`config.mk`:
```
export PLATFORM = sky130hd
export DESIGN_NAME = cluster_csrs
export DESIGN_NICKNAME = d
export VERILOG_FILES = /design/src/common/soc_addr_pkg.sv /design/src/common/soc_bus_pkg.sv /design/src/rtl/cluster_csrs.sv
export SDC_FILE = /design/constraint.sdc
export NUM_CORES = 1
export LEC_CHECK = 0
export BUFFER_PORTS_ARGS = -buffer_cell sky130_fd_sc_hd__buf_2
export CAP_MARGIN = 20
export CORE_MARGIN = 2
export CORE_UTILIZATION = 40
export CTS_BUF_LIST = sky130_fd_sc_hd__clkbuf_16
export DETAILED_ROUTE_END_ITERATION = 16
export GPL_TIMING_DRIVEN = 1
export PLACE_DENSITY_LB_ADDON = 0.2
export SYNTH_ARGS = -nofsm -noshare
export SYNTH_HDL_FRONTEND = slang
export SYNTH_SLANG_ARGS = --single-unit
```
`constraint.sdc`:
```
create_clock -name clk_i -period 1.9 [get_ports clk_i]
set_clock_uncertainty 0.2 [all_clocks]
set_input_delay 0.095 -clock clk_i [delete_from_list [all_inputs] [get_ports clk_i]]
set_output_delay 0.095 -clock clk_i [all_outputs]
set_load 0.1 [all_outputs]
```
`src/common/soc_addr_pkg.sv`:
```
/*
 * Cluster address map
 * Base addresses and sizes of every region, the word offset widths that
 * follow from them, and the region type used by the bus decoder.
 */
package soc_addr_pkg;

  localparam int unsigned AddrWidth = 32;

  // Region map, all bases aligned to their size
  localparam logic [AddrWidth-1:0] BootromBase  = 32'h0000_0000;
  localparam int unsigned          BootromSize  = 64;
  localparam logic [AddrWidth-1:0] InstrMemBase = 32'h0001_0000;
  localparam int unsigned          InstrMemSize = 1024;
  localparam logic [AddrWidth-1:0] DataMemBase  = 32'h0002_0000;
  localparam int unsigned          DataMemSize  = 1024;
  localparam logic [AddrWidth-1:0] CsrBase      = 32'h0003_0000;
  localparam int unsigned          CsrSize      = 16;

  // Word offset widths
  localparam int unsigned InstrMemAddrWidth = $clog2(InstrMemSize / 4);
  localparam int unsigned DataMemAddrWidth  = $clog2(DataMemSize / 4);
  localparam int unsigned BootromAddrWidth  = $clog2(BootromSize / 4);
  localparam int unsigned CsrAddrWidth      = $clog2(CsrSize / 4);

  // CSR register indices
  localparam logic [CsrAddrWidth-1:0] CsrRegEoc     = 2'd0;
  localparam logic [CsrAddrWidth-1:0] CsrRegScratch = 2'd1;
  localparam logic [CsrAddrWidth-1:0] CsrRegId      = 2'd2;

  localparam logic [31:0] ClusterId = 32'hC105_7E01;

  typedef enum logic [1:0] {
    RegionNone  = 2'd0,
    RegionInstr = 2'd1,
    RegionData  = 2'd2,
    RegionCsr   = 2'd3
  } region_e;

  // True when addr falls inside a size-aligned region
  function automatic logic in_region(input logic [AddrWidth-1:0] addr,
                                     input logic [AddrWidth-1:0] base,
                                     input int unsigned size);
    logic [AddrWidth-1:0] mask;
    mask = ~(AddrWidth'(size - 1));
    return (addr & mask) == base;
  endfunction

endpackage

```
`src/common/soc_bus_pkg.sv`:
```
/*
 * Cluster bus types
 * Request and response words of the external bus and the request word
 * handed to each memory target, plus the byte strobe merge.
 */
package soc_bus_pkg;

  import soc_addr_pkg::*;

  localparam int unsigned DataWidth = 32;
  localparam int unsigned StrbWidth = DataWidth / 8;

  // External bus request, 69 bits
  typedef struct packed {
    logic [AddrWidth-1:0] addr;
    logic                 we;
    logic [DataWidth-1:0] wdata;
    logic [StrbWidth-1:0] strb;
  } bus_req_t;

  // External bus response, 33 bits
  typedef struct packed {
    logic [DataWidth-1:0] rdata;
    logic                 err;
  } bus_rsp_t;

  // Request to a target after remapping, 45 bits
  typedef struct packed {
    logic [InstrMemAddrWidth-1:0] off;
    logic                         we;
    logic [DataWidth-1:0]         wdata;
    logic [StrbWidth-1:0]         strb;
  } mem_req_t;

  // Replace the bytes of old_word selected by strb
  function automatic logic [DataWidth-1:0] strb_merge(input logic [DataWidth-1:0] old_word,
                                                      input logic [DataWidth-1:0] new_word,
                                                      input logic [StrbWidth-1:0] strb);
    logic [DataWidth-1:0] res;
    res = old_word;
    for (int i = 0; i < StrbWidth; i++) begin
      if (strb[i]) res[8*i +: 8] = new_word[8*i +: 8];
    end
    return res;
  endfunction

endpackage

```
`src/rtl/cluster_csrs.sv`:
```
/*
 * Cluster control registers
 * End of computation, a scratch word, the cluster ID and one
 * reserved slot that reads zero.
 */
module cluster_csrs
  import soc_addr_pkg::*;
  import soc_bus_pkg::*;
(
  input  logic                 clk_i,
  input  logic                 rst_i,
  input  logic                 en_i,
  input  mem_req_t             req_i,
  output logic [DataWidth-1:0] rdata_o,
  output logic [DataWidth-1:0] eoc_o
);

  logic [CsrAddrWidth-1:0] reg_idx;
  logic [DataWidth-1:0]    eoc_q;
  logic [DataWidth-1:0]    scratch_q;

  assign reg_idx = req_i.off[CsrAddrWidth-1:0];

  // Writes to the ID and reserved slots are dropped
  always_ff @(posedge clk_i) begin
    if (rst_i) begin
      eoc_q     <= '0;
      scratch_q <= '0;
    end else if (en_i && req_i.we) begin
      case (reg_idx)
        CsrRegEoc:     eoc_q     <= strb_merge(eoc_q, req_i.wdata, req_i.strb);
        CsrRegScratch: scratch_q <= strb_merge(scratch_q, req_i.wdata, req_i.strb);
        default: ;
      endcase
    end
  end

  always_ff @(posedge clk_i) begin
    if (en_i) begin
      case (reg_idx)
        CsrRegEoc:     rdata_o <= eoc_q;
        CsrRegScratch: rdata_o <= scratch_q;
        CsrRegId:      rdata_o <= ClusterId;
        default:       rdata_o <= '0;
      endcase
    end
  end

  assign eoc_o = eoc_q;

endmodule

```
After elaboration in Yosys (flattened, before gate mapping)
Index checks and enable logic that the tools add are counted.
{ "word_totals": {"mem_count": 0, "latchBits": 0, "register_bits": 96, "mem_bits_ro": 0, "in_bits": 48, "wordCells": 22, "output_inout_bits": 64, "ramBits": 0} }
{ "op_classes": {"n_reduce_logical": 10, "n_eq_ne": 2, "div_mod_pow": 0, "muxes": 1, "shifts": 0, "add_sub_neg": 0, "order_cmp": 0, "n_bitwise": 0, "n_mul": 0} }
{ "ops": {"columns": ["op", "n"], "rows": [
  ["32-bit one-hot mux with 3 select lines", 1],
  ["3-bit AND reduction", 8],
  ["2-bit by 1-bit == test with 1-bit output, second input constant", 1],
  ["2-bit == test, second input constant", 1],
  ["2-bit zero test", 1],
  ["1-bit logical AND", 1]
]} }

Logic depth before layout (Yosys ltp)
{ "depth": {"word_depth": 2, "ltp_mapped": 5, "depth_no_buf": 3} }

Worst setup path before layout
No wires, ideal clock.
{ "synth_path": {"path_kind": "register to register", "start": "register eoc_q[0] (netlist: eoc_o[0])", "end": "register rdata_o[0] (data pin)", "path_slack_ns": 0.364, "arrival_time_ns": 1.184, "t_required_ns": 1.547, "period_less_slack_ns": 1.536, "setup_time_ns": 0.153, "n_path_buf": 0, "stages_incl_launch_ff": 3, "path_cell_list": "dfxtp_1 -> nor2_1 -> o21ai_0"} }
{ "synth_via": {"elab_chain_cells": 1} }
{ "synth_rtl": {"columns": ["item", "line_no", "text"], "rows": [
  ["start: declaration", "cluster_csrs.sv:19", "logic [DataWidth-1:0] eoc_q;"],
  ["start signal: assignment", "cluster_csrs.sv:31", "CsrRegEoc: eoc_q <= strb_merge(eoc_q, req_i.wdata, req_i.strb);"],
  ["32-bit one-hot mux with 3 select lines", "cluster_csrs.sv:40", "case (reg_idx)"],
  ["end signal: assignment", "cluster_csrs.sv:41", "CsrRegEoc: rdata_o <= eoc_q;"],
  ["end signal: assignment", "cluster_csrs.sv:42", "CsrRegScratch: rdata_o <= scratch_q;"],
  ["end signal: assignment", "cluster_csrs.sv:43", "CsrRegId: rdata_o <= ClusterId;"],
  ["end: declaration", "cluster_csrs.sv:14", "output logic [DataWidth-1:0] rdata_o,"]
]} }
Every way passes these cells.
A chain may end at the register's enable or synchronous reset.

Worst setup path in the final report
{ "layout_path": {"start": "input req_i[2] (netlist name)", "end": "register scratch_q[21]"} }
{ "layout_via": {"elab_chain_cells": 1} }
{ "layout_rtl": {"columns": ["item", "line_no", "text"], "rows": [
  ["start: declaration", "cluster_csrs.sv:13", "input mem_req_t req_i,"],
  ["3-bit AND reduction (no line)", null, null],
  ["end signal: assignment", "cluster_csrs.sv:32", "CsrRegScratch: scratch_q <= strb_merge(scratch_q, req_i.wdata, req_i.strb);"],
  ["end: declaration", "cluster_csrs.sv:20", "logic [DataWidth-1:0] scratch_q;"]
]} }
Every way passes these cells.

==> results.sh <==
export IMPL_status="finished, final reports clean"
export IMPL_yosys_register_bits=96
export IMPL_dieArea_sq_mm=0.0112
export IMPL_grt_overflow_total=0
export IMPL_max_cap_viol_count=0
export IMPL_fin_tns_setup_ps=0
export IMPL_powerDensity_mw_per_mm2=883
export IMPL_cp_arrival_ps=1580
export IMPL_cts_made_buffers=9
export IMPL_path_clk_slew_ps=70
export IMPL_finalMaxSlewViolations=0
export IMPL_die_h_um=106
export IMPL_dr_total_vias=3213
export IMPL_coreArea_sq_mm=0.0102
export IMPL_worstHoldEndpoint="scratch_q[16]"
export IMPL_peakVddDrop_mv=0.372
export IMPL_cts_tree="done"
export IMPL_cts_sinks=96
export IMPL_rows=37
export IMPL_hold_start="req_i[36]"
export IMPL_routed_wirelength_um=9650
export IMPL_yosysWarnings=0
export IMPL_syn_avg_cell_area_sq_um=10.4
export IMPL_clockBufferDepth=2
export IMPL_clockRootBuffer="clkbuf_16"
export IMPL_synth_nets=450
export IMPL_r2r_start="eoc_o[19]"
export IMPL_drtAntennaViolNets=0
export IMPL_leakagePower_uw=0.00237
export IMPL_wl_per_cell_um=14.3
export IMPL_grt_usage_pct=17.4
export IMPL_slew_headroom_pct=33.2
export IMPL_worst_slew_pin_slew_ps=1000
export IMPL_die_w_um=106
export IMPL_start_kind="primary input"
export IMPL_hp_class="primary input to flip-flop"
export IMPL_routabilityCongestion=0.756
export IMPL_syn_instance_count=402
export IMPL_antenna_found_initial=0
export IMPL_yosysSeqAreaShare_pct=53.8
export IMPL_worstSetupEndpointType="flip-flop"
export IMPL_cp_max_fo=8
export IMPL_holdWs_ps=13.9
export IMPL_period_share_pct=82.7
export IMPL_hold_viol=0
export IMPL_syn_to_final_growth_pct=32.3
export IMPL_setup_viol=0
export IMPL_cts_max_level=3
export IMPL_r2r_cells=2
export IMPL_critPathKind="primary input to flip-flop"
export IMPL_reg2reg_to="rdata_o[19]"
export IMPL_dpl_hpwl_um=6160
export IMPL_viasPerCell=4.76
export IMPL_port_buffers=105
export IMPL_r2r_slack_ps=900
export IMPL_rsz0062_at_grt="false"
export IMPL_placed_area_sq_mm=0.00484
export IMPL_grt_pass1_vias=3018
export IMPL_fin_area_sq_mm=0.00551
export IMPL_insertion_delay_ps=330
export IMPL_route_detailed_drc=0
export IMPL_crit_required_ps=1910
export IMPL_grt_pass1_wl_um=15300
export IMPL_period_needed_ps=1570
export IMPL_grt_max_degree=97
export IMPL_final_nets=582
export IMPL_whs_path_depth=4
export IMPL_initialDrtViolationCount=112
export IMPL_start_util_pct=40.7
export IMPL_ioPinCount=112
export IMPL_synth_cell_types=20
export IMPL_post_cts_resize_count=0
export IMPL_cts_setup_buffers=0
export IMPL_final_layout_size_suffix_gt1_share_pct=25.4
export IMPL_drt_pre_antenna_iters=4
export IMPL_antenna_cells=0
export IMPL_fmax_mhz=636
export IMPL_synth_area_sq_mm=0.00416
[flip-flops by register name, indices dropped and copies added, names as in the netlist]
name       flops
eoc_o         32
rdata_o       32
scratch_q     32
[final cells by class]
class                      count  area (sq um)
fill                         914          4720
sequential                    96          2240
multi-input combinational    276          1780
timing repair buffer         151           978
clock buffer                   9           225
tap                          136           170
clock inverter                 7           110
[per-stage QoR]
| step | utilization [%] | worst slack [ps] | std cells | power, uW |
|---|---|---|---|---|
| CTS | 53.9 | 304 | 675 | 4920 |
| floorplan | - | 364 | 402 | 2690 |
| global route | 53.9 | 214 | 675 | 5030 |
| global placement | 47.4 | 258 | 626 | 2840 |
| detailed placement | 47.4 | 209 | 626 | 2850 |
| finish | 53.9 | 329 | 675 | 4870 |
[cell usage after synthesis]
cell type | n | area, sq um
buf_2 | 8 | 40.0
buf_4 | 2 | 15.0
buf_6 | 1 | 11.3
clkbuf_1 | 19 | 71.3
dfxtp_1 | 64 | 1280
edfxtp_1 | 32 | 961
mux2i_1 | 60 | 601
nand2_1 | 12 | 45.0
nand2b_1 | 73 | 457
nand3_1 | 3 | 15.0
nand3_2 | 1 | 10.0
nor2_1 | 32 | 120
nor2_2 | 1 | 6.26
nor2b_1 | 25 | 156
nor3_2 | 2 | 20.0
nor3_4 | 1 | 16.3
o21ai_0 | 59 | 295
o21ai_1 | 1 | 5.00
or2_0 | 3 | 18.8
or3_1 | 3 | 18.8
[routing by layer]
layer / track usage, % / part of all wire [%] / wire [um] / up-vias
met3: 2.88 / 4.5 / 433 / 14
met1: 24.2 / 49 / 4750 / 1485
met5: 0 / 0 / 0 / -
li1: - / - / - / 1625
met4: 7.42 / 1.9 / 183 / 0
met2: 26.9 / 44 / 4280 / 89
[logic make-up (layout without fill, tap and decap cells)]
kind of cell    count (synthesis)  after routing  share of synthesized area, %
buf+inv                        30            167                          3.31
simple gates                  156            156                          21.2
flops                          96             96                          53.8
compound gates                 60             60                          7.21
mux                            60             60                          14.4
[critical path, cell delays in order]
cell           delay (ps)
dlygate4sd3_1         550
buf_2                 120
nand3_1               120
buf_4                 180
or2_0                 350
o21ai_0               160
[power breakdown]
group / leakage [uW] / total [uW] / switching [uW] / internal [uW]
Sequential: 0.000845 / 2190 / 18.7 / 2170
Combinational: 0.00137 / 664 / 479 / 185
Clock: 0.000161 / 2020 / 742 / 1270
[cell usage in the layout (no fill, tap or decap), types with 3 or more instances in the layout]
cell type	n
nand2_1	12
o21ai_0	59
or2_0	3
dfxtp_1	64
buf_2	105
buf_4	11
mux2i_1	60
dlygate4sd3_1	33
nand3_1	3
nor2_1	32
bufinv_16	3
nor2b_1	25
edfxtp_1	32
nand2b_1	73
or3_1	3
clkbuf_16	9
[worst max path at each step]
stage,startpoint,slack [ps],end
5_1_grt,req_i[2],210,scratch_q[21]
6_report,req_i[2],330,scratch_q[21]
4_1_cts,req_i[2],300,scratch_q[21]
2_1_floorplan,eoc_o[0],360,rdata_o[0]
3_3_place_gp,req_i[38],260,scratch_q[20]
3_5_place_dp,req_i[38],210,scratch_q[21]
[what timing repair did]
action / CTS / global route
endpoints found under the hold margin: 64 / 0
endpoints found under the setup margin: 0 / 0
hold buffers: 33 / 0
(Power assumes the default switching activity.)
