==> config.mk <==
export PLATFORM = sky130hd
export DESIGN_NAME = fetch_router
export DESIGN_NICKNAME = d
export VERILOG_FILES = /design/src/common/soc_addr_pkg.sv /design/src/common/soc_bus_pkg.sv /design/src/rtl/fetch_router.sv
export SDC_FILE = /design/constraint.sdc
export NUM_CORES = 1
export LEC_CHECK = 0
export ABC_CLOCK_PERIOD_IN_PS = 1400
export BUFFER_PORTS_ARGS = -buffer_cell sky130_fd_sc_hd__clkbuf_2
export CORE_MARGIN = 2
export CORE_UTILIZATION = 23
export CTS_BUF_LIST = sky130_fd_sc_hd__clkbuf_4 sky130_fd_sc_hd__clkbuf_8
export CTS_CLUSTER_DIAMETER = 50
export DETAILED_ROUTE_END_ITERATION = 8
export GPL_ROUTABILITY_DRIVEN = 0
export PLACE_DENSITY = 0.8
export SKIP_CTS_REPAIR_TIMING = 1
export SYNTH_ARGS = -nofsm -noshare
export SYNTH_HDL_FRONTEND = slang
export SYNTH_SLANG_ARGS = --single-unit
==> constraint.sdc <==
create_clock -name clk_i -period 1.4 [get_ports clk_i]
set_clock_uncertainty 0.2 [all_clocks]
set_input_delay 0.28 -clock clk_i [delete_from_list [all_inputs] [get_ports clk_i]]
set_output_delay 0.28 -clock clk_i [all_outputs]
set_load 0.01 [all_outputs]
==> src/common/soc_addr_pkg.sv <==
/*
 * Cluster address map
 * Base addresses and sizes of every region, the word offset widths that
 * follow from them, and the region type used by the bus decoder.
 */
package soc_addr_pkg;

  localparam int unsigned AddrWidth = 32;

  // Region map, all bases aligned to their size
  localparam logic [AddrWidth-1:0] BootromBase  = 32'h0000_0000;
  localparam int unsigned          BootromSize  = 64;
  localparam logic [AddrWidth-1:0] InstrMemBase = 32'h0001_0000;
  localparam int unsigned          InstrMemSize = 1024;
  localparam logic [AddrWidth-1:0] DataMemBase  = 32'h0002_0000;
  localparam int unsigned          DataMemSize  = 1024;
  localparam logic [AddrWidth-1:0] CsrBase      = 32'h0003_0000;
  localparam int unsigned          CsrSize      = 16;

  // Word offset widths
  localparam int unsigned InstrMemAddrWidth = $clog2(InstrMemSize / 4);
  localparam int unsigned DataMemAddrWidth  = $clog2(DataMemSize / 4);
  localparam int unsigned BootromAddrWidth  = $clog2(BootromSize / 4);
  localparam int unsigned CsrAddrWidth      = $clog2(CsrSize / 4);

  // CSR register indices
  localparam logic [CsrAddrWidth-1:0] CsrRegEoc     = 2'd0;
  localparam logic [CsrAddrWidth-1:0] CsrRegScratch = 2'd1;
  localparam logic [CsrAddrWidth-1:0] CsrRegId      = 2'd2;

  localparam logic [31:0] ClusterId = 32'hC105_7E01;

  typedef enum logic [1:0] {
    RegionNone  = 2'd0,
    RegionInstr = 2'd1,
    RegionData  = 2'd2,
    RegionCsr   = 2'd3
  } region_e;

  // True when addr falls inside a size-aligned region
  function automatic logic in_region(input logic [AddrWidth-1:0] addr,
                                     input logic [AddrWidth-1:0] base,
                                     input int unsigned size);
    logic [AddrWidth-1:0] mask;
    mask = ~(AddrWidth'(size - 1));
    return (addr & mask) == base;
  endfunction

endpackage

==> src/common/soc_bus_pkg.sv <==
/*
 * Cluster bus types
 * Request and response words of the external bus and the request word
 * handed to each memory target, plus the byte strobe merge.
 */
package soc_bus_pkg;

  import soc_addr_pkg::*;

  localparam int unsigned DataWidth = 32;
  localparam int unsigned StrbWidth = DataWidth / 8;

  // External bus request, 69 bits
  typedef struct packed {
    logic [AddrWidth-1:0] addr;
    logic                 we;
    logic [DataWidth-1:0] wdata;
    logic [StrbWidth-1:0] strb;
  } bus_req_t;

  // External bus response, 33 bits
  typedef struct packed {
    logic [DataWidth-1:0] rdata;
    logic                 err;
  } bus_rsp_t;

  // Request to a target after remapping, 45 bits
  typedef struct packed {
    logic [InstrMemAddrWidth-1:0] off;
    logic                         we;
    logic [DataWidth-1:0]         wdata;
    logic [StrbWidth-1:0]         strb;
  } mem_req_t;

  // Replace the bytes of old_word selected by strb
  function automatic logic [DataWidth-1:0] strb_merge(input logic [DataWidth-1:0] old_word,
                                                      input logic [DataWidth-1:0] new_word,
                                                      input logic [StrbWidth-1:0] strb);
    logic [DataWidth-1:0] res;
    res = old_word;
    for (int i = 0; i < StrbWidth; i++) begin
      if (strb[i]) res[8*i +: 8] = new_word[8*i +: 8];
    end
    return res;
  endfunction

endpackage

==> src/rtl/fetch_router.sv <==
/*
 * Fetch router
 * Serves fetches from the boot ROM table in the same cycle, or issues a
 * single read to the instruction memory and answers it one cycle later.
 */
module fetch_router
  import soc_addr_pkg::*;
  import soc_bus_pkg::*;
(
  input  logic                         clk_i,
  input  logic                         rst_i,
  input  logic                         fetch_valid_i,
  input  logic [AddrWidth-1:0]         fetch_addr_i,
  output logic                         fetch_ready_o,
  output logic [DataWidth-1:0]         fetch_data_o,
  output logic                         imem_rd_o,
  output logic [InstrMemAddrWidth-1:0] imem_addr_o,
  input  logic [DataWidth-1:0]         imem_rdata_i
);

  logic is_rom;
  logic is_imem;
  logic pending_q;

  // Boot code jumps to the start of the instruction memory
  function automatic logic [DataWidth-1:0] rom_word(input logic [BootromAddrWidth-1:0] idx);
    case (idx)
      4'd0:    return 32'h0001_02B7; // lui  t0, 0x10
      4'd1:    return 32'h0000_0313; // li   t1, 0
      4'd2:    return 32'h0003_0393; // mv   t2, t1
      4'd3:    return 32'h0002_8067; // jr   t0
      4'd14:   return 32'h1050_0073; // wfi
      4'd15:   return 32'h0000_006F; // j    .
      default: return 32'h0000_0013; // nop
    endcase
  endfunction

  assign is_rom  = in_region(fetch_addr_i, BootromBase, BootromSize);
  assign is_imem = in_region(fetch_addr_i, InstrMemBase, InstrMemSize);

  // One read per fetch, held off while its data is on the way
  assign imem_rd_o   = fetch_valid_i && is_imem && !pending_q;
  assign imem_addr_o = fetch_addr_i[InstrMemAddrWidth+1:2];

  always_ff @(posedge clk_i) begin
    if (rst_i) begin
      pending_q <= 1'b0;
    end else begin
      pending_q <= imem_rd_o;
    end
  end

  assign fetch_ready_o = pending_q || (fetch_valid_i && is_rom);
  assign fetch_data_o  = pending_q ? imem_rdata_i
                                   : rom_word(fetch_addr_i[BootromAddrWidth+1:2]);

  fetch_addr_legal: assert property (
    @(posedge clk_i) disable iff (rst_i)
    fetch_valid_i |-> (is_rom || is_imem)
  ) else $error("fetch from illegal address 0x%h", fetch_addr_i);

  fetch_addr_held: assert property (
    @(posedge clk_i) disable iff (rst_i)
    (fetch_valid_i && !fetch_ready_o) |=> (fetch_valid_i && $stable(fetch_addr_i))
  ) else $error("fetch request changed before ready");

endmodule

---- Word-level counts from Yosys, hierarchy flattened ----
Index checks and enable logic that the tools add are counted.
word-level totals
  register bits after elaboration ......... 1
  input port bits ......................... 67
  output and inout port bits .............. 42
  logic and storage cells ................. 16
cells by class
  equality and inequality tests ........... 6
  mux-type cells .......................... 2
  reductions and logical operators ........ 7
operator list
  operator                                                           number
  29-bit case mux with 6 select lines                                1
  32-bit zero test                                                   1
  32-bit 2-to-1 mux                                                  1
  22-bit by 7-bit == test with 1-bit output (second input constant)  1
  4-bit by 2-bit == test with 1-bit output (second input constant)   2
  4-bit == test (second input constant)                              2
  4-bit by 1-bit == test with 1-bit output (second input constant)   1
  4-bit zero test                                                    1
  1-bit logical AND                                                  3
  1-bit zero test                                                    1
  1-bit logical OR                                                   1

---- Longest topological paths before layout ----
  depth in word-level cells ............... 3
  depth in mapped cells ................... 4
  gate-level depth less buffers ........... 3

---- Worst setup path after synthesis ----
Ideal clock, no wire load.
  path type ............................... in2out
  start ................................... input port fetch_addr_i[11]
  end ..................................... output port fetch_ready_o
  arrival ................................. 1123 ps
  required time ........................... 920 ps
  path slack .............................. -203 ps
  stages on the path ...................... 3
  path buffers ............................ 0
  cells stage by stage .................... nor4b_2 -> nand4_1 -> o41ai_2
on the way
  cells in the longest elaborated chain, start to end .. 3
ends and longest elaborated chain
  element            RTL line            RTL
  from (decl)        fetch_router.sv:13  input logic [AddrWidth-1:0] fetch_addr_i,
  32-bit zero test   soc_addr_pkg.sv:46  return (addr & mask) == base;
  1-bit logical AND  fetch_router.sv:53  assign fetch_ready_o = pending_q || (fetch_valid_i && is_rom);
  1-bit logical OR   fetch_router.sv:53
  to (decl)          fetch_router.sv:14  output logic fetch_ready_o,
Every way passes these cells.

---- Worst setup path after layout ----
  start ................................... input port fetch_addr_i[8]
  end ..................................... output port fetch_ready_o
The elaborated chain is that of the path after synthesis.

==> results.py <==
metrics = {
    "status": {
        "run_status": "complete, but fails checks",
        "failed_checks": "setup timing",
    },
    "yosys": {
        "synth_cell_type_count": 27,
        "yosys_register_bits": 1,
        "post_synth_mux_area_share_pct": 0,
        "synth_top_family_by_area": "simple AND/OR/NAND/NOR gates",
        "synth_simple_gate_area_share_pct": 56.4,
        "yosysSeqAreaShare_pct": 3.77,
        "area_fraction_in_compound_gates_after_synthesis_pct": 22.2,
        "post_synth_xor_area_fraction_pct": 1.65,
        "synthesis.nets": 152,
        "synth_area_um2": 531,
        "yosys.area_share.adder_pct": 0,
        "syn_avg_cell_area_um2": 6.24,
        "synthesis.yosys.warnings": 0,
        "syn-instance-count": 85,
    },
    "routing": {
        "route.detailed.vias_per_inst": 4.39,
        "drtIter0Drc": 3,
        "route.final.wire_length_um": 2510,
        "ant_nets": 0,
        "routedWlPerCell_um": 11.2,
        "remaining_drc_errors": 0,
        "num_vias": 984,
        "drt-pass1-iter-count": 2,
    },
    "global_route": {
        "grt_max_degree": 15,
        "gr-usage-all-layers_pct": 15.2,
        "grt_antenna_before_repair": 0,
        "first_global_vias": 818,
        "gr-total-overflow": 0,
        "grt_first_pass_wirelength_um": 3260,
    },
    "final_layout": {
        "design.final.nets": 265,
        "largest-register": "pending_q",
        "layout_commonest_cell": "clkbuf_2",
        "final_core_utilization_pct": 64.5,
        "fill_cells": 203,
        "flip_flop_count_of_the_largest_register_after_layout": 1,
        "antenna_cells": 0,
        "reg.largest.list": "pending_q (1)",
        "ff_latch_area_um2": 23.8,
        "design_area_um2": 1410,
        "drive_above_1_share_pct": 76.0,
        "final_cell_mix": "80 x clkbuf_2, 18 x nand2_1, 17 x and2_1, 17 x buf_2",
        "final_cells": 224,
        "multi_input_comb_area_um2": 558,
        "area_growth_syn_to_layout_pct": 167,
    },
    "power": {
        "vdd_ir_drop_max_v": 0.000158,
        "leakagePower_nw": 0.786,
        "power.density_nw_per_um2": 211,
    },
    "worst_hold_path": {
        "min-delay-start": "rst_i",
        "hold_end": "pending_q",
        "min_path_cells": 2,
        "min_delay_path_class": "in2reg",
    },
    "timing": {
        "rsz0062_at_grt": "true",
        "worst-slew-pin-transition_ps": 233,
        "maxClockFrequency_ghz": 0.531,
        "fin_crit_ps": 1880,
        "slew-limit-headroom_pct": 84.3,
        "post-route-period-util_pct": 135,
        "hold_viol_final": 0,
        "final.setup.worst_slack_ps": -483,
        "timing.final.max_slew_violations": 0,
        "report.final.setup_viol": 12,
    },
    "floorplan": {
        "die_w_um": 52.0,
        "placement_rows": 17,
        "fp.dieH_um": 52.0,
        "design.die.area_um2": 2710,
        "top_level_ports": 109,
        "placeableCoreArea_um2": 2190,
        "initial_core_util_pct": 24.2,
    },
    "worst_setup_path": {
        "cp_data_arrival_time_ps": 1400,
        "ff2ff_setup_slack_ps": 420,
        "reg2regPathDepth": 3,
        "cp.required_ps": 920,
        "crit_path_max_fanout": 2,
        "crit_family": "simple AND/OR/NAND/NOR gates",
        "timing.critical_path.from_type": "input pin",
        "critical_path.reg2reg.endpoint": "pending_q",
        "timing.critical_path.slowest_stage_cell": "or4_4",
        "timing.critical_path.buf_inv": 2,
        "worst-setup-path-type": "in2out",
        "timing.critical_path.cells": "buf_6, or4_4, o41ai_2, buf_2",
        "crit_path_max_incr_delay_ps": 530,
        "critical_path.endpoint_type": "primary output",
        "worstReg2RegStart": "pending_q",
    },
    "placement": {
        "numPlacedInstances": 218,
        "post-dp-hpwl_um": 2090,
        "place.port_buffers": 106,
        "pre_cts_slack_ps": -480,
        "placed_cell_area_um2": 1140,
    },
    "cts": {
        "clk_pin_slew_ps": 0,
        "worstSkewPairLatency_ps": 0,
    },
    "run": {
        "maxCapViolCount": 0,
    },
}
## stage by stage
step           power [W]  TNS [ps]  hold WS, ps
3_3_place_gp    0.000228     -2310          259
3_5_place_dp    0.000231     -3060          263
2_1_floorplan   0.000105      -318          157
6_report        0.000298     -1180          261
4_1_cts         0.000232     -3070          259
5_1_grt         0.000320     -1750          273
## logic make-up (layout without fill, tap and decap cells)
| group | Yosys count | count (layout) |
|---|---|---|
| AOI/OAI and AO/OA | 16 | 16 |
| xor gates and xnor gates | 1 | 1 |
| buffers and inverters | 14 | 125 |
| DFF | 1 | 1 |
| and+or+nand+nor | 53 | 53 |
## worst reg2reg max path, stage by stage (launching register included)
cell and delay [ps]:
dfxtp_4 340, inv_2 100, nand2_1 110, nor4_2 130
## layer usage
metal	GRT usage, %	wire (µm)	share of wire [%]	up-vias
li1	-	-	-	515
met1	16.7	893	36	417
met2	31.9	1380	55	52
met3	0.862	230	9.2	0
met4	1.75	0	0	0
met5	0	0	0	-
## power breakdown
part | internal, W | leakage (nW) | switching, W | total, W
Combinational | 0.000160 | 0.777 | 0.000111 | 0.000271
Sequential | 0.0000271 | 0.00886 | 0.00000000000683 | 0.0000271
Clock | 0 | 0 | 0 | 0
## cell usage after synthesis
| cell | number | area (µm²) |
|---|---|---|
| inv_1 | 1 | 3.75 |
| o31ai_1 | 1 | 7.51 |
| nor2_1 | 3 | 11.3 |
| buf_4 | 8 | 60.1 |
| dfxtp_1 | 1 | 20.0 |
| nor4b_2 | 1 | 15.0 |
| nor4_2 | 3 | 37.5 |
| buf_2 | 2 | 10.0 |
| o21ai_0 | 5 | 25.0 |
| buf_1 | 1 | 3.75 |
| nand2_1 | 21 | 78.8 |
| a21oi_1 | 2 | 10.0 |
| nand2b_1 | 2 | 12.5 |
| nand4_1 | 1 | 6.26 |
| nor4_1 | 2 | 12.5 |
| o41ai_1 | 2 | 17.5 |
| nor3_1 | 1 | 5.00 |
| xnor2_1 | 1 | 8.76 |
| clkbuf_1 | 2 | 7.51 |
| o41ai_2 | 1 | 16.3 |
| and3_1 | 1 | 6.26 |
| o21a_1 | 1 | 7.51 |
| a22oi_1 | 1 | 7.51 |
| or4_1 | 1 | 7.51 |
| o2111ai_1 | 1 | 8.76 |
| and2_1 | 17 | 106 |
| a22o_1 | 2 | 17.5 |
## how the worst max path moves through the flow
stage | start | endpoint | cells after the start
6_report | fetch_addr_i[8] | fetch_ready_o | 4
5_1_grt | fetch_addr_i[8] | fetch_ready_o | 4
4_1_cts | fetch_addr_i[25] | fetch_ready_o | 5
3_5_place_dp | fetch_addr_i[25] | fetch_ready_o | 5
3_3_place_gp | fetch_addr_i[29] | fetch_ready_o | 5
2_1_floorplan | fetch_addr_i[11] | fetch_ready_o | 3
## layout make-up
class / count / share of cell area (%)
Timing Repair Buffer: 124 / 56.1
Multi-Input combinational cell: 70 / 39.5
Tap cell: 28 / 2.48
Inverter: 1 / 0.265
Sequential cell: 1 / 1.68
Power figures use the tool's default switching activity.
