<file path="src/common/soc_addr_pkg.sv">
/*
 * Cluster address map
 * Base addresses and sizes of every region, the word offset widths that
 * follow from them, and the region type used by the bus decoder.
 */
package soc_addr_pkg;

  localparam int unsigned AddrWidth = 32;

  // Region map, all bases aligned to their size
  localparam logic [AddrWidth-1:0] BootromBase  = 32'h0000_0000;
  localparam int unsigned          BootromSize  = 64;
  localparam logic [AddrWidth-1:0] InstrMemBase = 32'h0001_0000;
  localparam int unsigned          InstrMemSize = 1024;
  localparam logic [AddrWidth-1:0] DataMemBase  = 32'h0002_0000;
  localparam int unsigned          DataMemSize  = 1024;
  localparam logic [AddrWidth-1:0] CsrBase      = 32'h0003_0000;
  localparam int unsigned          CsrSize      = 16;

  // Word offset widths
  localparam int unsigned InstrMemAddrWidth = $clog2(InstrMemSize / 4);
  localparam int unsigned DataMemAddrWidth  = $clog2(DataMemSize / 4);
  localparam int unsigned BootromAddrWidth  = $clog2(BootromSize / 4);
  localparam int unsigned CsrAddrWidth      = $clog2(CsrSize / 4);

  // CSR register indices
  localparam logic [CsrAddrWidth-1:0] CsrRegEoc     = 2'd0;
  localparam logic [CsrAddrWidth-1:0] CsrRegScratch = 2'd1;
  localparam logic [CsrAddrWidth-1:0] CsrRegId      = 2'd2;

  localparam logic [31:0] ClusterId = 32'hC105_7E01;

  typedef enum logic [1:0] {
    RegionNone  = 2'd0,
    RegionInstr = 2'd1,
    RegionData  = 2'd2,
    RegionCsr   = 2'd3
  } region_e;

  // True when addr falls inside a size-aligned region
  function automatic logic in_region(input logic [AddrWidth-1:0] addr,
                                     input logic [AddrWidth-1:0] base,
                                     input int unsigned size);
    logic [AddrWidth-1:0] mask;
    mask = ~(AddrWidth'(size - 1));
    return (addr & mask) == base;
  endfunction

endpackage

</file>
<file path="src/common/soc_bus_pkg.sv">
/*
 * Cluster bus types
 * Request and response words of the external bus and the request word
 * handed to each memory target, plus the byte strobe merge.
 */
package soc_bus_pkg;

  import soc_addr_pkg::*;

  localparam int unsigned DataWidth = 32;
  localparam int unsigned StrbWidth = DataWidth / 8;

  // External bus request, 69 bits
  typedef struct packed {
    logic [AddrWidth-1:0] addr;
    logic                 we;
    logic [DataWidth-1:0] wdata;
    logic [StrbWidth-1:0] strb;
  } bus_req_t;

  // External bus response, 33 bits
  typedef struct packed {
    logic [DataWidth-1:0] rdata;
    logic                 err;
  } bus_rsp_t;

  // Request to a target after remapping, 45 bits
  typedef struct packed {
    logic [InstrMemAddrWidth-1:0] off;
    logic                         we;
    logic [DataWidth-1:0]         wdata;
    logic [StrbWidth-1:0]         strb;
  } mem_req_t;

  // Replace the bytes of old_word selected by strb
  function automatic logic [DataWidth-1:0] strb_merge(input logic [DataWidth-1:0] old_word,
                                                      input logic [DataWidth-1:0] new_word,
                                                      input logic [StrbWidth-1:0] strb);
    logic [DataWidth-1:0] res;
    res = old_word;
    for (int i = 0; i < StrbWidth; i++) begin
      if (strb[i]) res[8*i +: 8] = new_word[8*i +: 8];
    end
    return res;
  endfunction

endpackage

</file>
<file path="src/rtl/bus_decoder.sv">
/*
 * External bus decoder
 * Finds the target region of each request, remaps it to a word offset,
 * raises one target strobe and returns the response one cycle later.
 */
module bus_decoder
  import soc_addr_pkg::*;
  import soc_bus_pkg::*;
(
  input  logic                 clk_i,
  input  logic                 rst_i,
  input  logic                 bus_valid_i,
  input  bus_req_t             bus_req_i,
  output logic                 bus_gnt_o,
  output logic                 bus_rsp_valid_o,
  output bus_rsp_t             bus_rsp_o,
  output mem_req_t             tgt_req_o,
  output logic                 instr_we_o,
  output logic                 instr_rd_o,
  output logic                 data_en_o,
  output logic                 csr_en_o,
  input  logic                 instr_rd_gnt_i,
  input  logic [DataWidth-1:0] instr_rdata_i,
  input  logic [DataWidth-1:0] data_rdata_i,
  input  logic [DataWidth-1:0] csr_rdata_i
);

  region_e              region;
  logic [AddrWidth-1:0] region_mask;
  logic [AddrWidth-1:0] masked_addr;
  logic                 accept;

  logic                 rsp_valid_q;
  region_e              rsp_region_q;
  logic                 rsp_rd_q;
  logic                 rsp_err_q;

  //////////////////////////////////////////////////////////////////////
  // Decode and remap

  // Boot ROM is fetch only, so the bus sees it as unmapped
  always_comb begin
    region      = RegionNone;
    region_mask = '0;
    if (in_region(bus_req_i.addr, InstrMemBase, InstrMemSize)) begin
      region      = RegionInstr;
      region_mask = AddrWidth'(InstrMemSize - 1);
    end else if (in_region(bus_req_i.addr, DataMemBase, DataMemSize)) begin
      region      = RegionData;
      region_mask = AddrWidth'(DataMemSize - 1);
    end else if (in_region(bus_req_i.addr, CsrBase, CsrSize)) begin
      region      = RegionCsr;
      region_mask = AddrWidth'(CsrSize - 1);
    end
  end

  assign masked_addr = bus_req_i.addr & region_mask;

  always_comb begin
    tgt_req_o.off   = masked_addr[InstrMemAddrWidth+1:2];
    tgt_req_o.we    = bus_req_i.we;
    tgt_req_o.wdata = bus_req_i.wdata;
    tgt_req_o.strb  = bus_req_i.strb;
  end

  // Only an instruction memory read can lose against a fetch
  assign instr_rd_o = bus_valid_i && (region == RegionInstr) && !bus_req_i.we;
  assign bus_gnt_o  = !instr_rd_o || instr_rd_gnt_i;
  assign accept     = bus_valid_i && bus_gnt_o;

  assign instr_we_o = accept && (region == RegionInstr) && bus_req_i.we;
  assign data_en_o  = accept && (region == RegionData);
  assign csr_en_o   = accept && (region == RegionCsr);

  //////////////////////////////////////////////////////////////////////
  // Response

  always_ff @(posedge clk_i) begin
    if (rst_i) begin
      rsp_valid_q <= 1'b0;
    end else begin
      rsp_valid_q <= accept;
    end
  end

  always_ff @(posedge clk_i) begin
    if (accept) begin
      rsp_region_q <= region;
      rsp_rd_q     <= !bus_req_i.we;
      rsp_err_q    <= (region == RegionNone);
    end
  end

  assign bus_rsp_valid_o = rsp_valid_q;

  always_comb begin
    bus_rsp_o.rdata = '0;
    bus_rsp_o.err   = rsp_err_q;
    // Writes and errors answer with zero data
    if (rsp_rd_q) begin
      case (rsp_region_q)
        RegionInstr: bus_rsp_o.rdata = instr_rdata_i;
        RegionData:  bus_rsp_o.rdata = data_rdata_i;
        RegionCsr:   bus_rsp_o.rdata = csr_rdata_i;
        default:     bus_rsp_o.rdata = '0;
      endcase
    end
  end

  single_target_strobe: assert property (
    @(posedge clk_i) disable iff (rst_i)
    $onehot0({instr_we_o, instr_rd_o, data_en_o, csr_en_o})
  ) else $error("more than one target strobe active");

endmodule

</file>
<file path="config.mk">
export PLATFORM = sky130hd
export DESIGN_NAME = bus_decoder
export DESIGN_NICKNAME = d
export VERILOG_FILES = /design/src/common/soc_addr_pkg.sv /design/src/common/soc_bus_pkg.sv /design/src/rtl/bus_decoder.sv
export SDC_FILE = /design/constraint.sdc
export NUM_CORES = 1
export LEC_CHECK = 0
export ABC_CLOCK_PERIOD_IN_PS = 2050
export BUFFER_PORTS_ARGS = -buffer_cell sky130_fd_sc_hd__buf_4
export CELL_PAD_IN_SITES_DETAIL_PLACEMENT = 1
export CELL_PAD_IN_SITES_GLOBAL_PLACEMENT = 2
export CORE_MARGIN = 10
export CORE_UTILIZATION = 13
export DETAILED_ROUTE_END_ITERATION = 8
export GPL_TIMING_DRIVEN = 0
export PLACE_DENSITY_LB_ADDON = 0.15
export SETUP_SLACK_MARGIN = 0.5
export SLEW_MARGIN = 25
export SYNTH_ARGS = -nofsm -noshare
export SYNTH_HDL_FRONTEND = slang
export SYNTH_SLANG_ARGS = --single-unit
export TNS_END_PERCENT = 5
</file>
<file path="constraint.sdc">
create_clock -name clk_i -period 2.05 [get_ports clk_i]
set_clock_uncertainty 0.05 [all_clocks]
set_input_delay 0.205 -clock clk_i [delete_from_list [all_inputs] [get_ports clk_i]]
set_output_delay 0.205 -clock clk_i [all_outputs]
set_load 0.02 [all_outputs]
</file>
# ---- Word-level counts from Yosys, hierarchy flattened
# Index checks and enable logic that the tools add are counted.
dict set report classes {
  n_addsub 0
  n_mul 0
  n_div 0
  order_cmp 0
  eq_ne 9
  shift 0
  mux 8
  bitwise 1
  n_reduce_logical 11
}
# operator count
set ops {}
lappend ops {{$pmux 32 s3} 1}
lappend ops {{$mux 32} 1}
lappend ops {{$eq 28x14->1 const B} 1}
lappend ops {{$eq 22x7->1 const B} 1}
lappend ops {{$eq 22x8->1 const B} 1}
lappend ops {{$mux 10} 2}
lappend ops {{$and 10x10->10} 1}
lappend ops {{$eq 2x2->1 const B} 4}
lappend ops {{$logic_and 1x1->1} 7}
lappend ops {{$mux 2} 3}
lappend ops {{$eq 2x1->1 const B} 2}
lappend ops {{$mux 4} 1}
lappend ops {{$logic_not 1->1} 2}
lappend ops {{$logic_not 2->1} 1}
lappend ops {{$logic_or 1x1->1} 1}
dict set report word_totals {
  reg_bits 5
  latchBits 0
  ramBits 0
  romBits 0
  input_bits 169
  output_inout_bits 84
  n_memories 0
}

# ---- Logic depth before layout (Yosys ltp)
# Gate-level depths: netlist (run 1).
dict set report logic_depth {
  word_depth 12
  depth_mapped 6
  mapped_depth_nobuf 3
}

# ---- Worst setup path after synthesis (run 1)
# Ideal clock, no wire load.
dict set report synth_timing {
  path_kind {input to output}
  start {input bus_req_i[59] (netlist bit)}
  end {output tgt_req_o[38] (netlist bit)}
  arrival_ns 1.565
  required_ns 1.795
  slack_ns 0.230
  path_stages 4
  path_buffers 1
  path_cell_list {nor4_2 nand3_2 buf_2 nor4_1}
}
# item line_no
set synth_rtl {}
lappend synth_rtl {{from (decl)} bus_decoder.sv:13} ;# input bus_req_t bus_req_i,
lappend synth_rtl {{to (decl)} bus_decoder.sv:17} ;# output mem_req_t tgt_req_o,

==> results by group, run 1 <==
Setup path
  – Crit path capture type: primary output
  – Worst path arrival time: 1590 ps
  – Max FO, Critical Path: 8
  – Crit Path Class: register to primary output
  – CP Data Required Time: 1790 ps
  – Startpoint Class: register

Detailed routing
  – Routed Antenna Nets: 0
  – # DRC: 0
  – Via-to-Cell Ratio: around 4.0
  – Routed via count: 2407
  – Total wire length: ~10 mm
  – DR iter-0 viols: 37
  – Routed wire per std cell: around 17 um
  – DRT Pass-1 Iters: 3

Yosys
  – Post-synthesis sequential area ratio: 8.68%
  – Synth Instances: 209
  – Compound-Gate Fraction of Synth Area: between 10% and 20%
  – Post-Synth Adder-Cell Area: 0%
  – Mapped Area: 1610 um^2
  – Avg Inst Size Synth: 7.72 um^2
  – Synth cell types: 26
  – Simple-Gate Fraction of Synth Area: between 20% and 30%
  – Synth Flop Type: edfxtp_1
  – Post-synth ARST share: 0%
  – XOR/XNOR share of the synthesized area: 0.543%
  – Syn_nets: between 300 and 400
  – Post-synth EDFFs: 4
  – Main combinational cell family by area after synthesis: simple AND/OR/NAND/NOR gates
  – Yosys Warn Count: 0
  – Post-synthesis mux area share: 22.3%
  – Yosys reg bits: 5

Timing
  – Max Clock Freq: roughly 540 MHz
  – Fin. max-slew vios: 0
  – Post-route setup TNS: 0 ps
  – Slew @ Worst Pin: 449 ps
  – Slew Limit Headroom: 69.3%
  – Crit share post-route: between 80% and 90%
  – Final hold slack: a little under 200 ps
  – RSZ-0062 raised after global routing: yes
  – Final setup viols: 0
  – Min cycle time layout: approximately 1800 ps
  – Final hold vios: 0

Finish
  – Footprint of the multi-input gates: between 1000 and 1500 um^2
  – Non-filler cells, final: between 600 and 700
  – Fill cells: ~1500
  – FF/Latch Area: around 140 um^2
  – Fraction of layout instances using a drive strength above 1: between 70% and 80%
  – Commonest non-fill, non-tap cells in the layout: buf_4 (259), mux2_2 (32), nor2b_1 (32)
  – Synth-to-Final Area Change: 141%
  – Most common cell after layout, fill and taps aside: buf_4
  – Antenna Cells: 0
  – Post-layout net count: 606

Pwr
  – Pleak: ~1.8 nW
  – PD cells: approximately 320 nW/um^2
  – Seq pwr share: slightly below 10%
  – Max IR drop VDD: between 0.15 and 0.2 mV
  – Gate power share: 64.7%
  – Internal Power: roughly 840 uW
  – Sw frac: a little under a third
  – Net load switching power: between 300 and 400 uW
  – Clk pwr share: about a quarter

Floorplanning
  – Height of the die: between 100 and 150 um
  – # rows: 40
  – Starting density of the core: between 10% and 20%
  – Die Width: 131 um
  – Total core area: around 12000 um^2
  – Die area: roughly 17000 um^2
  – IO Pins: 253

Clock network
  – CTS tree: built
  – CTS Buf Count: 3
  – CTS Buffer Depth: 2
  – Root Buffer: clkbuf_16
  – Sinks on Clock Net: 5
  – H-tree level count: 1
  – Worst-path clk slew: approximately 30 ps
  – Cts hold-fix bufs: 0

GRT
  – Total GRT Usage: a little over a tenth
  – First-pass GRT wire length: ~15 mm
  – Initial antenna violation count: 0
  – GRT Residual Overflow: 0
  – Largest net degree at the start of global routing: 11
  – Vias in the first global route: between 2000 and 3000

Place
  – Placed cell count: a little under 600
  – GP Congestion: 0.671
  – Input/output buffers: around 210
  – DPL Wire Length: approximately 8.8 mm

Hold path
  – Hold Crit Class: input pin to register

Status
  – Outcome: finished clean

Run
  – Max cap viols: 0
-- metrics by stage --
step / instance area (um^2) / total power, mW / setup WS [ps] / utilization [%]
finish: 3890 / 1.23 / 208 / 32.2
global route: 3890 / 1.31 / 133 / 32.2
CTS: 3600 / 1.19 / 158 / 29.8
detailed placement: 3420 / 0.847 / 51.1 / 28.4
global placement: 3420 / 0.840 / 71.4 / 28.4
floorplan: 1620 / 0.472 / 404 / -
-- final timing paths --
kind | from | endpoint | slack, ps | cells past startpoint
max | rsp_region_q[1] | bus_rsp_o[5] | 210 | 7
min | rst_i | bus_rsp_valid_o | 200 | 3
-- critical path, stage by stage (launching register included) --
cell	delay, ps
edfxtp_1	390
buf_8	160
nor2b_4	130
buf_12	140
clkbuf_16	160
a22oi_2	170
nor2b_1	60
buf_4	150
-- power groups by stage --
stage | Clock [mW] | Sequential (mW) | Combinational (mW)
floorplan | 0 | 0.121 | 0.351
global placement | 0 | 0.121 | 0.719
detailed placement | 0 | 0.121 | 0.726
CTS | 0.320 | 0.120 | 0.748
global route | 0.327 | 0.121 | 0.860
finish | 0.313 | 0.120 | 0.795
-- kinds of logic (layout without fill, tap and decap cells) --
family / after synthesis / in the layout
buffers and inverters: 62 / 289
DFF: 5 / 5
and+or+nand+nor: 70 / 70
AOI/OAI and AO/OA: 39 / 39
muxes: 32 / 32
xor gates and xnor gates: 1 / 1
-- registers in the layout, summed over array words and instances, names as in the netlist --
name             count
bus_rsp_valid_o      1
rsp_err_q            1
rsp_rd_q             1
rsp_region_q         2
-- synthesized netlist by cell type (all sizes together), types with 2 or more instances --
cell type  instances  area [um^2]
or4                2         15.0
a2111oi            2         17.5
mux2              32          360
edfxtp             4          120
nor2               2         7.51
nor2b             33          206
buf               48          335
inv                5         18.8
nor4               9         75.1
nand3              3         20.0
nor3               9         45.0
nand2              9         33.8
clkbuf             9         33.8
o21ai              2         10.0
a22oi             32          240
-- repair_timing --
| action | CTS | global route |
|---|---|---|
| setup buffers | 3 | 5 |
| endpoints found under the setup margin | 45 | 47 |
| pin swaps | 0 | 18 |
| cloned | 0 | 3 |
| gates resized for setup | 23 | 46 |
-- layer usage --
layer | vias up | track usage (%) | part of all wire, %
met5 | - | 0 | 0
met4 | 0 | 1.67 | 0.39
met3 | 2 | 4.27 | 9.2
met2 | 138 | 19.0 | 51
met1 | 1093 | 11.7 | 39
li1 | 1174 | - | -
-- area by class of cell --
type,instances,share of cell area [%]
inverter,5,0.483
clock buffer,4,2.03
sequential,5,3.60
tap,168,5.41
multi-input combinational,142,31.8
buffer,57,12.2
timing repair buffer,223,44.4
(Power assumes the default switching activity.)
==> run 2, diff against run 1 <==
Settings changed: MAX_ROUTING_LAYER set to met4.
==> run 2 against run 1 <==
Maximum frequency about the same. Via count is the same. Cell count stayed put.
==> results by group, run 2 (same netlist as run 1, synthesis figures left out) <==
Timing
  – Fin. max-slew vios: 0
  – Post-route setup TNS: 0 ps
  – Slew Limit Headroom: between 60 and 70%
  – Final hold vios: 0
  – Crit share post-route: between 80% and 90%
  – Slew @ Worst Pin: around 450 ps
  – RSZ-0062 raised after global routing: yes
  – Min cycle time layout: between 1500 and 2000 ps
  – Max Clock Freq: 543 MHz
  – Final setup viols: 0
  – Worst setup margin: 209 ps

Clock network
  – Worst-path clk slew: ~30 ps
  – H-tree level count: 1
  – CTS tree: built
  – Sinks on Clock Net: 5
  – Root Buffer: clkbuf_16
  – CTS Buffer Depth: 2
  – CTS Buf Count: 3

Finish
  – Most flops, register: rsp_region_q
  – Commonest non-fill, non-tap cells in the layout: buf_4 (259), mux2_2 (32), nor2b_1 (32)
  – Max reg flops: 2
  – Antenna Cells: 0
  – Post-layout instance area: ~4000 um^2
  – Most common cell after layout, fill and taps aside: buf_4
  – Synth-to-Final Area Change: 141%
  – Post-layout net count: 606
  – Fraction of layout instances using a drive strength above 1: roughly 79%

GRT
  – GRT Residual Overflow: 0
  – First-pass GRT wire length: about 15 mm
  – Largest net degree at the start of global routing: 11
  – Total GRT Usage: a little over a tenth
  – Initial antenna violation count: 0
  – Vias in the first global route: about 2700

Detailed routing
  – Via-to-Cell Ratio: roughly 4.0
  – Total wire length: 10.3 mm
  – Met2 wire length: between 5 and 6 mm
  – Top Metal Used: met4
  – # DRC: 0
  – DRT Pass-1 Iters: 3
  – Routed wire per std cell: around 17 um
  – Met3 WL post-DR: 616 um
  – Routed via count: ~2400
  – DR iter-0 viols: between 40 and 50
  – Metal-1 WL: 4.36 mm
  – Routed Antenna Nets: 0

Place
  – Post-place setup slack: around 51 ps
  – Placed Area: around 3400 um^2
  – GP Congestion: about 0.68
  – DPL Wire Length: slightly below 9 mm
  – Input/output buffers: roughly 210

Pwr
  – Pleak: ~1.8 nW
  – Max IR drop VDD: 0.178 mV
  – PD cells: 316 nW/um^2

Floorplanning
  – # rows: 40
  – Height of the die: 131 um
  – IO Pins: roughly 250
  – Starting density of the core: 13.4%
  – Die Width: 131 um
  – Die area: between 15000 and 20000 um^2
  – Total core area: between 10000 and 15000 um^2

Setup path
  – CP Data Required Time: about 1800 ps
  – Crit path capture type: primary output
  – Worst path arrival time: 1590 ps
  – Crit Path Class: register to primary output
  – Max FO, Critical Path: 8
  – CP max stage cell: edfxtp_1
  – Startpoint Class: register
  – Crit-path max cell delay: around 400 ps
  – Critical path cell sequence: buf_8 -> nor2b_4 -> buf_12 -> clkbuf_16 -> a22oi_2 -> nor2b_1 -> buf_4

Hold path
  – Hold Crit Class: input pin to register

Status
  – Outcome: finished clean

Run
  – Max cap viols: 0
[run 2: cell counts in the layout (fill, tap and decap cells not counted)]
Identical to the previous run, type by type.
[run 2: metal layers]
layer | up-vias | track usage (%)
li1 | 1174 | -
met2 | 138 | 19.1
met1 | 1093 | 12.5
met5 | - | -
met3 | 2 | 2.67
met4 | 0 | 1.67
[run 2: worst max-delay path, delay by kind of cell, from the launching register on]
| family | cells | cell delay (ps) |
|---|---|---|
| and+or+nand+nor | 2 | 190 |
| DFF | 1 | 390 |
| AOI/OAI and AO/OA | 1 | 160 |
| buffers and inverters | 4 | 610 |
[run 2: power by group]
part / switching (mW) / internal [mW] / leakage [nW] / total, mW
registers: 0.00382 / 0.116 / 0.0472 / 0.120
clock network: 0.0564 / 0.257 / 0.0382 / 0.313
logic: 0.331 / 0.465 / 1.74 / 0.796
[run 2: cell type report]
class / count / area (um^2)
plain buffers: 57 / 475
repair buffers: 223 / 1730
clock buffers: 4 / 78.8
flip-flops and latches: 5 / 140
well taps: 168 / 210
multi-input cells: 142 / 1240
inverters: 5 / 18.8
fillers: 1480 / 8170
[run 2: stage by stage]
| stage | power [mW] | cells | hold WS (ps) | util, % |
|---|---|---|---|---|
| 5_1_grt | 1.31 | 604 | 219 | 32.2 |
| 3_3_place_gp | 0.840 | 589 | 426 | 28.4 |
| 4_1_cts | 1.19 | 596 | 200 | 29.8 |
| 6_report | 1.23 | 604 | 196 | 32.2 |
| 3_5_place_dp | 0.847 | 589 | 428 | 28.4 |
| 2_1_floorplan | 0.472 | 209 | 286 | - |
[run 2: final timing paths]
check / cells after the start / end / from / slack [ps]
hold / removal: 3 / bus_rsp_valid_o / rst_i / 200
setup / recovery: 7 / bus_rsp_o[5] / rsp_region_q[1] / 210
[run 2: repair_timing]
action                     in CTS  in global routing
pin swaps                       0                 18
hold buffers                    0                  0
resized for setup              23                 46
gates cloned                    0                  3
setup endpoints to repair      45                 47
setup buffers                   3                  5
==> run 3, diff against run 2 <==
Settings changed: ABC_AREA set to 1, CORE_UTILIZATION 13 to 11, SLEW_MARGIN 25 to unset.
==> run 3 against run 2 <==
Hold slack got worse by 110 ps. Count of clock-buffer cells in the layout did not move. Largest power group unchanged. Wire length increased by 6.6%. Critical endpoint is now bus_rsp_o[25]. Utilization shrank 5.0 points. Area after synthesis decreased by 3.2%. Total power fell by 3.9%. Design area fell by 2.9%. Sequential cell count did not move.
==> results by group, run 3 <==
Floorplanning
  – Starting density of the core: between 10% and 20%
  – IO Pins: approximately 250
  – Height of the die: 139 um
  – Die Width: 139 um
  – # rows: 43
  – Die area: approximately 19000 um^2
  – Total core area: between 10000 and 15000 um^2

Clock network
  – CTS Buf Count: 3
  – H-tree level count: 1
  – CTS Buffer Depth: 2
  – Cts hold-fix bufs: 0
  – Worst-path clk slew: approximately 30 ps
  – Root Buffer: clkbuf_16
  – CTS tree: built
  – Sinks on Clock Net: 5

Timing
  – Max Clock Freq: ~570 MHz
  – Post-route setup TNS: 0 ps
  – RSZ-0062 raised after global routing: yes
  – Final setup viols: 0
  – Slew Limit Headroom: 68.6%
  – Slew @ Worst Pin: between 400 and 500 ps
  – Crit share post-route: 85.0%
  – Final hold vios: 0
  – Min cycle time layout: ~1700 ps
  – Fin. max-slew vios: 0
  – Worst setup margin: 307 ps

Hold path
  – Hold Crit Class: input pin to register
  – Hold Path Origin: rst_i
  – Hold worst-path end: bus_rsp_valid_o
  – Worst Hold Depth: 2

GRT
  – Vias in the first global route: between 2000 and 3000
  – Met1 usage: about an eighth
  – Largest net degree at the start of global routing: 11
  – GR Util met2: roughly 19%
  – Total GRT Usage: between 10% and 20%
  – GR peak layer: met2
  – M3 GR Usage: 3.63%
  – First-pass GRT wire length: about 16 mm
  – GRT Residual Overflow: 0
  – Initial antenna violation count: 0

Detailed routing
  – DRT Pass-1 Iters: 4
  – # DRC: 0
  – DR iter-0 viols: 44
  – Total wire length: 11.0 mm
  – Via-to-Cell Ratio: about 3.7
  – Routed Antenna Nets: 0
  – Routed via count: between 2000 and 3000
  – Routed wire per std cell: 15.2 um

Finish
  – Commonest non-fill, non-tap cells in the layout: buf_4 (248), nand2_1 (135), inv_1 (40)
  – Fraction of layout instances using a drive strength above 1: about 55%
  – Footprint of the multi-input gates: 926 um^2
  – Most common cell after layout, fill and taps aside: buf_4
  – Most flops, register: rsp_region_q
  – Post-layout net count: 711
  – Fill cells: around 1800
  – Antenna Cells: 0
  – Layout Utilization: a little over a quarter
  – Synth-to-Final Area Change: 142%
  – FF/Latch Area: around 140 um^2
  – Post-layout instance area: 3770 um^2
  – Max reg flops: 2

Setup path
  – CP max stage cell: edfxtp_1
  – Crit Path Class: register to primary output
  – Worst path arrival time: about 1500 ps
  – Startpoint Class: register
  – Max FO, Critical Path: 5
  – Crit-path max cell delay: roughly 450 ps
  – CP Data Required Time: roughly 1800 ps
  – Critical path cell sequence: nor2_4 -> buf_6 -> buf_6 -> nand2_1 -> nand3_1 -> nand2_1 -> inv_1 -> buf_4
  – Crit path capture type: primary output

Place
  – Input/output buffers: roughly 210
  – GP Congestion: 0.750
  – Post-place setup slack: roughly 180 ps
  – DPL Wire Length: about 9.4 mm
  – Placed Area: 3390 um^2

Yosys
  – Top cells by count, synth: nand2_1 (136), inv_1 (46), buf_4 (38), nand3_1 (33), nor2_1 (25)
  – Avg Inst Size Synth: between 5 and 6 um^2
  – Yosys Warn Count: 0
  – Yosys reg bits: 5
  – Post-synth EDFFs: 4
  – Post-synthesis sequential area ratio: 8.97%
  – Post-synth ARST share: 0%
  – Synth Instances: between 300 and 400
  – Most common cell in the synthesized netlist: nand2_1
  – Synth cell types: 22
  – Syn_nets: 480
  – Post-synth top area cell: nand2_1
  – Top-area cell type share of the netlist area: between 30% and 40%
  – Mapped Area: approximately 1600 um^2
  – Synth Flop Type: edfxtp_1
  – Ranking of synthesized cells by area: nand2_1 (33%), buf_4 (18%), inv_1 (11%)

Pwr
  – Net load switching power: approximately 400 uW
  – Internal Power: roughly 790 uW
  – Seq pwr share: about a tenth
  – Pleak: about 2.3 nW
  – PD cells: 313 nW/um^2
  – Clk pwr share: between 20% and 30%
  – Sw frac: 33.5%
  – Max IR drop VDD: 0.252 mV
  – Gate power share: a little over three fifths

Status
  – Outcome: finished clean

Run
  – Max cap viols: 0
## run 3: cell count changes after synthesis, sizes merged, moves of 9 or more
cell and change:
nand2 +128, inv +41, nor2b -33, a22oi -32, mux2 -32, nand3 +31, nor2 +25, nor3 -9
nor4 -9
## run 3: cells by family (layout without fill, tap and decap cells)
kind of cell | count (synthesis) | after routing | synth area share (%)
flops | 5 | 5 | 8.97
simple gates | 205 | 205 | 55.2
buf+inv | 97 | 327 | 32.7
compound gates | 4 | 4 | 3.12
## run 3: worst max path at each step
stage                    end       startpoint
2_1_floorplan      rsp_err_q    bus_req_i[68]
3_3_place_gp   bus_rsp_o[10]  rsp_region_q[1]
3_5_place_dp   bus_rsp_o[28]  rsp_region_q[1]
4_1_cts        bus_rsp_o[24]  rsp_region_q[1]
5_1_grt        bus_rsp_o[25]  rsp_region_q[0]
6_report       bus_rsp_o[25]  rsp_region_q[0]
## run 3: metrics by stage
stage,total power [mW],hold slack [ps],std cells
2_1_floorplan,0.431,227,311
3_3_place_gp,0.808,315,705
3_5_place_dp,0.815,317,705
4_1_cts,1.19,83.1,720
5_1_grt,1.26,91.2,721
6_report,1.18,84.8,721
## run 3: layer usage
metal  vias up  routed length (um)
met5         -                   0
met4         0                  18
met3         2                 827
met2       137                5400
met1      1155                4740
li1       1354                   -
## run 3: final cells by class
class	instances	area share, %
clock buffer	4	2.09
tap	180	5.97
buffer	50	11.7
sequential	5	3.71
inverter	47	4.91
multi-input combinational	209	24.5
timing repair buffer	226	47.1
## run 3: repair_timing
item | 4_1_cts | 5_1_grt
pin swaps | 2 | 2
resized for setup | 45 | 12
gates cloned | 5 | 1
buffers inserted | 6 | 0
setup endpoints to repair | 34 | 43
## run 3: power by group through the flow
stage / registers (mW) / logic [mW] / clock network (mW)
after floorplan: 0.122 / 0.310 / 0
after global placement: 0.122 / 0.686 / 0
after detailed placement: 0.122 / 0.692 / 0
after CTS: 0.122 / 0.748 / 0.322
after global routing: 0.123 / 0.813 / 0.328
final: 0.121 / 0.745 / 0.315
## run 3: worst max-delay path, delay by kind of cell, from the launching register on
kind / cells / cell delay, ps
buffers and inverters: 4 / 450
DFF: 1 / 450
and+or+nand+nor: 4 / 370
